### src/verilog/fletcherPkg.sv
`default_nettype none

package fletcherPkg;

    // one data word, and each running sum
    localparam int HalfWidth = 16;
    // full checksum, also the host data bus
    localparam int SumWidth = 32;
    // register address
    localparam int AddrWidth = 3;

    // 2^16 - 1, reduction modulus for both sums
    localparam logic [HalfWidth-1:0] Modulus = 16'd65535;

    // host register map, 6 and 7 unmapped
    typedef enum logic [AddrWidth-1:0] {
        RegCtrl   = 3'd0,
        RegData   = 3'd1,
        RegResult = 3'd2,
        RegExpect = 3'd3,
        RegStatus = 3'd4,
        RegCount  = 3'd5
    } RegAddr;

    // four-phase handshake states of the register block
    typedef enum logic [1:0] {
        BusIdle    = 2'd0,
        BusAck     = 2'd1,
        BusRelease = 2'd2
    } BusState;

endpackage

`default_nettype wire

### src/verilog/fletcherAccumulator.sv
`default_nettype none

module fletcherAccumulator (
    input  wire logic                                clk,
    input  wire logic                                rst,
    input  wire logic                                clear,
    input  wire logic                                wordValid,
    input  wire logic [fletcherPkg::HalfWidth-1:0]   word,
    output logic      [fletcherPkg::SumWidth-1:0]    checksum
);

    // running sums, each kept in 0..65534
    logic [fletcherPkg::HalfWidth-1:0] sumA;
    logic [fletcherPkg::HalfWidth-1:0] sumB;

    // strobe delayed by one cycle, drives the sum B update
    logic validDly;

    // next values of both sums
    logic [fletcherPkg::HalfWidth-1:0] nextA;
    logic [fletcherPkg::HalfWidth-1:0] nextB;

    // one's-complement add, then fold all-ones to zero
    // result is (lhs + rhs) mod 65535 for lhs already reduced
    function automatic logic [fletcherPkg::HalfWidth-1:0] reduceAdd(
        input logic [fletcherPkg::HalfWidth-1:0] lhs,
        input logic [fletcherPkg::HalfWidth-1:0] rhs
    );
        logic [fletcherPkg::HalfWidth:0]   rawSum;
        logic [fletcherPkg::HalfWidth-1:0] folded;
        logic [fletcherPkg::HalfWidth-1:0] carryIn;
        // plain add, carry lands in the top bit
        rawSum = {1'b0, lhs} + {1'b0, rhs};
        // end-around carry back into bit 0
        carryIn = {{(fletcherPkg::HalfWidth-1){1'b0}}, rawSum[fletcherPkg::HalfWidth]};
        // cannot carry again since lhs never exceeds 65534
        folded = rawSum[fletcherPkg::HalfWidth-1:0] + carryIn;
        // all ones is the second zero of one's complement
        if (folded == fletcherPkg::Modulus) begin
            return '0;
        end
        return folded;
    endfunction

    // sum A takes the incoming word
    assign nextA = reduceAdd(sumA, word);

    // sum B takes sum A after its update has landed
    assign nextB = reduceAdd(sumB, sumA);

    // sum A stage, updates on the edge that samples the strobe
    always_ff @(posedge clk) begin
        if (rst) begin
            sumA <= '0;
        end else if (clear) begin
            // clear wins over a word in the same cycle
            sumA <= '0;
        end else if (wordValid) begin
            sumA <= nextA;
        end
    end

    // sum B stage, one cycle behind sum A
    always_ff @(posedge clk) begin
        if (rst) begin
            validDly <= 1'b0;
            sumB     <= '0;
        end else if (clear) begin
            validDly <= 1'b0;
            sumB     <= '0;
        end else begin
            validDly <= wordValid;
            if (validDly) begin
                sumB <= nextB;
            end
        end
    end

    // B in the upper half, A in the lower
    // settled two cycles after the last strobe
    assign checksum = {sumB, sumA};

endmodule

`default_nettype wire

### src/verilog/checksumRegs.sv
`default_nettype none

module checksumRegs (
    input  wire logic                                clk,
    input  wire logic                                rst,
    input  wire logic                                req,
    input  wire logic                                write,
    input  wire logic [fletcherPkg::AddrWidth-1:0]   addr,
    input  wire logic [fletcherPkg::SumWidth-1:0]    wdata,
    output logic                                     ack,
    output logic      [fletcherPkg::SumWidth-1:0]    rdata,
    input  wire logic [fletcherPkg::SumWidth-1:0]    checksum,
    output logic                                     wordValid,
    output logic      [fletcherPkg::HalfWidth-1:0]   word,
    output logic                                     clear
);

    // handshake state
    fletcherPkg::BusState busState;

    // decoded register select
    fletcherPkg::RegAddr regSel;

    // host-visible state
    logic [fletcherPkg::SumWidth-1:0] expectValue;
    logic [fletcherPkg::SumWidth-1:0] wordCount;

    // strobes held from the access edge until ack rises
    logic dataPend;
    logic clearPend;

    // decoded access kinds
    logic dataWrite;
    logic ctrlClear;
    logic expectWrite;

    // status bits
    logic countNonzero;
    logic matchFlag;

    // read mux output
    logic [fletcherPkg::SumWidth-1:0] readValue;

    assign regSel = fletcherPkg::RegAddr'(addr);

    // write decode, only meaningful while the access is taken
    assign dataWrite   = write && (regSel == fletcherPkg::RegData);
    assign ctrlClear   = write && (regSel == fletcherPkg::RegCtrl) && wdata[0];
    assign expectWrite = write && (regSel == fletcherPkg::RegExpect);

    // match needs at least one word
    // so a fresh engine never matches an expected value of zero
    assign countNonzero = |wordCount;
    assign matchFlag    = (checksum == expectValue) && countNonzero;

    // read mux
    // write-only and unmapped addresses return zero
    always_comb begin
        readValue = '0;
        case (regSel)
            fletcherPkg::RegResult: readValue = checksum;
            fletcherPkg::RegExpect: readValue = expectValue;
            fletcherPkg::RegStatus: begin
                readValue[0] = matchFlag;
                readValue[1] = countNonzero;
            end
            fletcherPkg::RegCount:  readValue = wordCount;
            default:                readValue = '0;
        endcase
    end

    // four-phase FSM
    // idle: req seen, access done once, go to ack
    // ack: raise ack and fire pending strobes
    // release: hold ack until host drops req
    always_ff @(posedge clk) begin
        if (rst) begin
            busState    <= fletcherPkg::BusIdle;
            ack         <= 1'b0;
            rdata       <= '0;
            expectValue <= '0;
            wordCount   <= '0;
            dataPend    <= 1'b0;
            clearPend   <= 1'b0;
            wordValid   <= 1'b0;
            clear       <= 1'b0;
        end else begin
            // strobes last a single cycle
            wordValid <= 1'b0;
            clear     <= 1'b0;
            case (busState)
                fletcherPkg::BusIdle: begin
                    if (req) begin
                        busState  <= fletcherPkg::BusAck;
                        dataPend  <= dataWrite;
                        clearPend <= ctrlClear;
                        // read data frozen here, stable through ack
                        if (!write) begin
                            rdata <= readValue;
                        end
                        if (expectWrite) begin
                            expectValue <= wdata;
                        end
                        if (ctrlClear) begin
                            wordCount <= '0;
                        end else if (dataWrite) begin
                            wordCount <= wordCount + 1'b1;
                        end
                    end
                end
                fletcherPkg::BusAck: begin
                    // word strobe leaves on the same edge as ack
                    ack       <= 1'b1;
                    wordValid <= dataPend;
                    clear     <= clearPend;
                    busState  <= fletcherPkg::BusRelease;
                end
                fletcherPkg::BusRelease: begin
                    if (!req) begin
                        ack      <= 1'b0;
                        busState <= fletcherPkg::BusIdle;
                    end
                end
                default: begin
                    ack      <= 1'b0;
                    busState <= fletcherPkg::BusIdle;
                end
            endcase
        end
    end

    // data word captured with the access, held for the strobe
    always_ff @(posedge clk) begin
        if ((busState == fletcherPkg::BusIdle) && req && dataWrite) begin
            word <= wdata[fletcherPkg::HalfWidth-1:0];
        end
    end

endmodule

`default_nettype wire

### src/verilog/checksumTop.sv
`default_nettype none

module checksumTop (
    input  wire logic                                clk,
    input  wire logic                                rst,
    input  wire logic                                req,
    input  wire logic                                write,
    input  wire logic [fletcherPkg::AddrWidth-1:0]   addr,
    input  wire logic [fletcherPkg::SumWidth-1:0]    wdata,
    output logic                                     ack,
    output logic      [fletcherPkg::SumWidth-1:0]    rdata
);

    // register block to accumulator
    logic                              wordValid;
    logic [fletcherPkg::HalfWidth-1:0] word;
    logic                              clear;

    // accumulator back to register block
    logic [fletcherPkg::SumWidth-1:0]  checksum;

    // host side, four-phase req/ack
    checksumRegs u_regs (
        .clk       (clk),
        .rst       (rst),
        .req       (req),
        .write     (write),
        .addr      (addr),
        .wdata     (wdata),
        .ack       (ack),
        .rdata     (rdata),
        .checksum  (checksum),
        .wordValid (wordValid),
        .word      (word),
        .clear     (clear)
    );

    // running sums, one word per cycle at most
    fletcherAccumulator u_accum (
        .clk       (clk),
        .rst       (rst),
        .clear     (clear),
        .wordValid (wordValid),
        .word      (word),
        .checksum  (checksum)
    );

endmodule

`default_nettype wire

### config.mk
export PLATFORM = sky130hd
export DESIGN_NAME = checksumTop
export DESIGN_NICKNAME = d
export VERILOG_FILES = /design/src/verilog/fletcherPkg.sv /design/src/verilog/fletcherAccumulator.sv /design/src/verilog/checksumRegs.sv /design/src/verilog/checksumTop.sv
export SDC_FILE = /design/constraint.sdc
export NUM_CORES = 1
export LEC_CHECK = 0
export BUFFER_PORTS_ARGS = -buffer_cell sky130_fd_sc_hd__buf_2
export CAP_MARGIN = 20
export CORE_ASPECT_RATIO = 0.6
export CORE_MARGIN = 2
export CORE_UTILIZATION = 51
export CTS_CLUSTER_SIZE = 24
export DETAILED_ROUTE_END_ITERATION = 8
export GPL_TIMING_DRIVEN = 0
export PLACE_DENSITY = 0.79
export SLEW_MARGIN = 10
export SYNTH_ARGS = -nofsm -noshare
export SYNTH_HDL_FRONTEND = slang
export SYNTH_SLANG_ARGS = --single-unit
### constraint.sdc
create_clock -name clk -period 5.8 [get_ports clk]
set_input_delay 1.45 -clock clk [delete_from_list [all_inputs] [get_ports clk]]
set_output_delay 1.45 -clock clk [all_outputs]
set_load 0.02 [all_outputs]
# Yosys cells after proc, flatten, opt, wreduce, memory -nomap -nowiden
# Cells that the tools add are included.
# word_totals
regBits	152
in_bits	39
output_inout_bits	33
word_cells	67
# classes
muxes	15
reduce_logical	19
n_addsub	5
bitwise	3
eq_ne	12
# ops
op	n
$pmux W30 S3	1
$mux W16	4
$mux W32	2
$add A16 B16 Y17	2
$add A16 B1 Y16	2
$add A32 B1 Y32 const B	1
$eq A16 B16 Y1 const B	2
$eq A32 B32 Y1	1
$reduce_or A32 Y1	1
$reduce_and A3 Y1	3
$pmux W2 S4	1
$logic_and A1 B1 Y1	7
$eq A3 B2 Y1 const B	2
$eq A3 B3 Y1 const B	2
$pmux W2 S3	1
$reduce_and A2 Y1	3
$mux W2	2
$ne A2 B2 Y1 const B	2
$reduce_or A2 Y1	2
$eq A3 B1 Y1 const B	1
$logic_not A3 Y1	1
$mux W1	3
$not A1 Y1	3
$pmux W1 S3	1
other kinds (4)	4

# Logic depth before layout (Yosys ltp)
# logic_depth
depth_word	5
ltp_mapped	21
depth_no_buf	20

# By module
# Synthesis repeated with hierarchy kept, for this count alone.
# unflattened
hier_cells	1130
area_unflattened_um2	9292.7
# modules_own_cells
module	cells_per_inst	area_per_inst_um2	seq_area_each_um2	n_inst
checksumRegs	641	5556.6	2542.4	1
fletcherAccumulator	489	3736.1	660.6	1

# Worst setup path before layout
# OpenSTA, ideal clock, no wires.
# synth_timing
path_kind	register to register
startpoint	register u_accum.sumA[0] in the netlist's numbering
endpoint	register u_accum.sumB[14] in the netlist's numbering
path_buffers	1
path_slack_ns	0.867
required_ns	5.669
setup_time_ns	0.131
period_less_slack_ns	4.933
stages_incl_launch_ff	22
arrival_time_ns	4.801
cell_sequence	dfxtp_1 > ha_1 > fa_1 > a211oi_2 > o31ai_4 > o211ai_1 > a31o_2 > nor2_1 > o21ai_0 > nand2b_1 > ha_1 > ha_1 > nand2b_1 > nor4_1 > o211a_1 > o2111ai_2 > or3_4 > or3_1 > a221o_1 > nor4b_4 > buf_6 > o31ai_1
# synth_via
elab_chain_cells	5
# synth_lines
element	line	rtl
start, declared	fletcherAccumulator.sv:13	logic [fletcherPkg::HalfWidth-1:0] sumA;
start signal, assigned	fletcherAccumulator.sv:59	sumA <= nextA;
$add A16 B16 Y17 *	fletcherAccumulator.sv:33	rawSum = {1'b0, lhs} + {1'b0, rhs};
$add A16 B1 Y16 *	fletcherAccumulator.sv:37	folded = rawSum[fletcherPkg::HalfWidth-1:0] + carryIn;
$eq A16 B16 Y1	fletcherAccumulator.sv:39	if (folded == fletcherPkg::Modulus) begin
$mux W1	fletcherAccumulator.sv:39	
$mux W16 *	fletcherAccumulator.sv:42	return folded;
end signal, assigned	fletcherAccumulator.sv:74	sumB <= nextB;
end, declared	fletcherAccumulator.sv:14	logic [fletcherPkg::HalfWidth-1:0] sumB;
# Mark *: on every way between the ends. The rest lies on a longest branch, timed or not.
# A chain may end at the register's enable or synchronous reset.

# Final worst setup path
# layout_timing
startpoint	register u_accum.sumA[7] in the netlist's numbering
endpoint	register u_accum.sumA[13] in the netlist's numbering
# layout_via
elab_chain_cells	5
# layout_lines
element	line
$add A16 B16 Y17 *	fletcherAccumulator.sv:33
$add A16 B1 Y16 *	fletcherAccumulator.sv:37
$eq A16 B16 Y1	fletcherAccumulator.sv:39
$mux W1	fletcherAccumulator.sv:39
$mux W16 *	fletcherAccumulator.sv:42
# Marked as above.

==> summary.md <==
| Metric | Value |
|---|---|
| Outcome | finished clean |
| CP most frequent cell | ha_1 |
| Clk_lat worst skew | between 400 and 500 ps |
| Area grow syn2layout | 14.1% |
| Via count | 8640 |
| Crit path DAT | roughly 5900 ps |
| Commonest non-fill, non-tap cell in the layout | nand2_1 |
| Placer Congestion | ~1.0 |
| Worst IR Drop VDD | ~0.25 mV |
| Slew margin rel. | 0.257 |
| IO Count | 72 |
| Reg2reg end | u_accum.sumA[13] |
| Port bufs | 71 |
| Crit path max-delay cell type | dfxtp_1 |
| Dpl cells | between 1000 and 1500 |
| Cell Area, Synth | between 0.009 and 0.01 mm² |
| Setup Crit Path Kind | reg -> reg |
| Diode count | 0 |
| Gr ovfl total | 0 |
| DP Wirelength | between 20000 and 25000 µm |
| # setup viols final | 0 |
| Post-Layout Cell Count | approximately 1400 |
| Antenna violations before repair | 0 |
| Setup TNS Final | 0 ps |
| Syn Area/Cell | about 8.6 µm² |
| Setup ws final | about 230 ps |
| PD cells | 218 mW/mm² |
| Skew final | ~8 ps |
| Post-synthesis sequential area ratio | 0.352 |
| Hold path cells | 2 |
| Clock root buffer | clkbuf_16 |
| Post-Synth Simple-Gate Area | 0.214 |
| Final nets | between 1000 and 1500 |
| Ys Warns | 0 |
| Crit path from | u_accum.sumA[7] |
| Critical path buffer and inverter count | 2 |
| Row count | 37 |
| CP required | slightly above 6000 ps |
| Multiplexer share of the synthesized area | 0 |
| Final period utilization | 0.960 |
| Hold Crit Class | reg -> reg |
| Xor/xnor cell area share of the yosys netlist | 0.103 |
| WP depth | 21 |
| Flops & latches, synth | roughly 150 |
| Per-cell routed wire length | about 20 µm |
| RSZ-0062 raised after global routing | no |
| Most frequent cells in the layout | 141 x nand2_1, 134 x dfxtp_1, 102 x nor2_1 |
| Startpoint Class | register |
| Most used flip-flop cell after synthesis | dfxtp_1 |
| Vias per inst | 6.16 |
| Core Region | 0.0173 mm² |
| Critical-path cell list | ha_1 > clkbuf_1 > a21o_1 > o2bb2ai_1 > o21ba_1 > o31a_1 > o21a_1 > nor2_1 > nor2b_1 > o21ai_0 > nand2b_1 > ha_1 > ha_1 > nand2_1 > xor2_1 > or3_1 > a2111oi_0 > o2111ai_1 > a2111oi_4 > buf_2 > o31ai_1 |
| CTS tree | done |
| Cells after Synth | approximately 1100 |
| Vias in the first global route | 7769 |
| DRC Markers | 0 |
| Dpl ws | -91.7 ps |
| Fin crit period | about 5600 ps |
| Total CTS buffers | 17 |
| Total power draw | between 2 and 2.5 mW |
| Netlist cell types | 91 |
| Post-synthesis adder-cell area fraction | 0.0566 |
| # H-tree levels | 4 |
| Worst Max-Slew Pin Slew | ~1100 ps |
| Global Route Usage Sum | 0.301 |
| Setup crit end kind | register |
| Final ANT Viol Nets | 0 |
| Worst Hold Launch | u_regs.clearPend |
| Largest net degree at the start of global routing | 17 |
| Syn Nets | approximately 1100 |
| R2R depth | 21 |
| DR iter-0 viols | ~1100 |
| First-pass GRT wire length | roughly 43000 µm |
| Cell family with most CP delay | compound AO/OA/AOI/OAI gates |
| Worst reg2reg startpoint | u_accum.sumA[7] |
| Die area | between 0.015 and 0.02 mm² |
| Leakage | around 4.3 nW |
| Post-CTS Hold Fix Bufs | 0 |
| Largest family of logic cells by synthesized area | compound AO/OA/AOI/OAI gates |
| CP peak stage delay | 630 ps |
| Clk slew on worst S/H paths | ~60 ps |
| EDFF count, synth | 16 |
| Crit Path Max Fanout | 10 |
| Share of layout cells above drive strength 1 | 0.127 |
| Max Cap Viol | 0 |
| Hold EP | u_regs.clearPend |
| Count of pins over their slew limit | 0 |
| Detailed Routing Iterations Pass 1 | 9 |
| Die Y | between 100 and 150 µm |
| Starting Density | 0.526 |
| Flop2flop setup slack | between 200 and 250 ps |
| Synth Area in Compound Gates | 0.240 |
| Total Routed Length | about 28000 µm |
| Asr flop ratio synth | 0 |
| CTS sink cnt | roughly 150 |
| Fin. Hold Viols | 0 |
| Peak Freq | approximately 180 MHz |
| Max Root-Sink Buffers | 2 |
| Die X | approximately 180 µm |
cell usage after synthesis (5+ instances only):
cell,number,share of area
xor2_1,70,0.067
o21ai_0,20,0.011
and3_1,10,0.0069
inv_1,20,0.0082
ha_1,38,0.052
nand2b_1,11,0.0076
a21oi_1,55,0.030
nor4_1,21,0.014
a22o_1,62,0.060
o211a_1,6,0.0066
o21ai_2,5,0.0048
nor2_1,102,0.042
nand2_1,141,0.058
or3_1,18,0.012
o211ai_1,6,0.0049
nand3_1,19,0.010
a22oi_1,31,0.026
nor3_1,17,0.0093
nand3b_1,6,0.0049
o31ai_1,17,0.014
clkbuf_1,51,0.021
a21o_1,9,0.0074
xnor2_1,30,0.029
nand4_1,20,0.014
dfxtp_1,136,0.30
nor2b_1,5,0.0034
and2_1,8,0.0055
o21ai_1,7,0.0038
edfxtp_1,16,0.053
sequential cells by signal, summed over array words and instances, names as in the netlist:
register            count
u_regs.expectValue     32
u_regs.rdata           32
u_regs.wordCount       32
u_accum.sumA           16
u_accum.sumB           16
u_regs.word            16
u_regs.busState         2
u_accum.validDly        1
u_regs.ack              1
u_regs.clear            1
u_regs.clearPend        1
u_regs.dataPend         1
u_regs.wordValid        1
worst max-delay path by stage:
stage,slack (ps),endpoint
final,230,u_accum.sumA[13]
after global routing,60,u_accum.sumB[5]
after CTS,60,u_accum.sumB[13]
after detailed placement,-90,u_accum.sumB[13]
after global placement,-30,u_accum.sumB[14]
after floorplan,870,u_accum.sumB[14]
final cells by class:
| cell class | instances | area, µm² |
|---|---|---|
| fill | 1543 | 6920 |
| multi-input combinational | 831 | 5600 |
| sequential | 152 | 3210 |
| clock buffer | 21 | 472 |
| timing repair buffer | 76 | 397 |
| tap | 234 | 293 |
| buffer | 56 | 236 |
| clock inverter | 11 | 110 |
| inverter | 21 | 78.8 |
worst register-to-register path: stages, from the launching register on:
cell and delay (ps):
dfxtp_1 630, ha_1 320, clkbuf_1 210, a21o_1 220
o2bb2ai_1 150, o21ba_1 220, o31a_1 320, o21a_1 200
nor2_1 150, nor2b_1 70, o21ai_0 190, nand2b_1 110
ha_1 230, ha_1 220, nand2_1 100, xor2_1 60
or3_1 320, a2111oi_0 460, o2111ai_1 290, a2111oi_4 550
buf_2 310, o31ai_1 100
power by group:
part           internal, mW  switching [mW]
clock                 0.633           0.461
combinational        0.0294          0.0735
sequential             1.07         0.00503
total                  1.73           0.539
through the flow:
step / area [µm²] / hold slack (ps) / util
after floorplan: 9110 / 432 / -
after global placement: 9760 / 439 / 0.564
after detailed placement: 9770 / 451 / 0.564
after CTS: 10400 / 461 / 0.598
after global routing: 10400 / 508 / 0.600
final: 10400 / 459 / 0.600
logic make-up after synthesis:
group,after synthesis
xor+xnor,103
buf+inv,77
flops,152
simple gates,404
compound gates,284
fa+ha+maj,40
layer usage:
metal  GRT usage  wire (µm)  vias to the layer above  share of wire
met5           0          0                        -              0
met4      0.0525        418                        0          0.015
met3      0.0784       3280                       45           0.12
met2       0.428      11400                      471           0.40
met1       0.455      13100                     4046           0.47
li1            -          -                     4078              -
timing repair:
action,CTS,global route
pin swaps,1,1
setup endpoints to repair,10,16
setup buffers,1,3
gates resized for setup,0,4
Note: power is estimated with default switching activity, not from simulation.
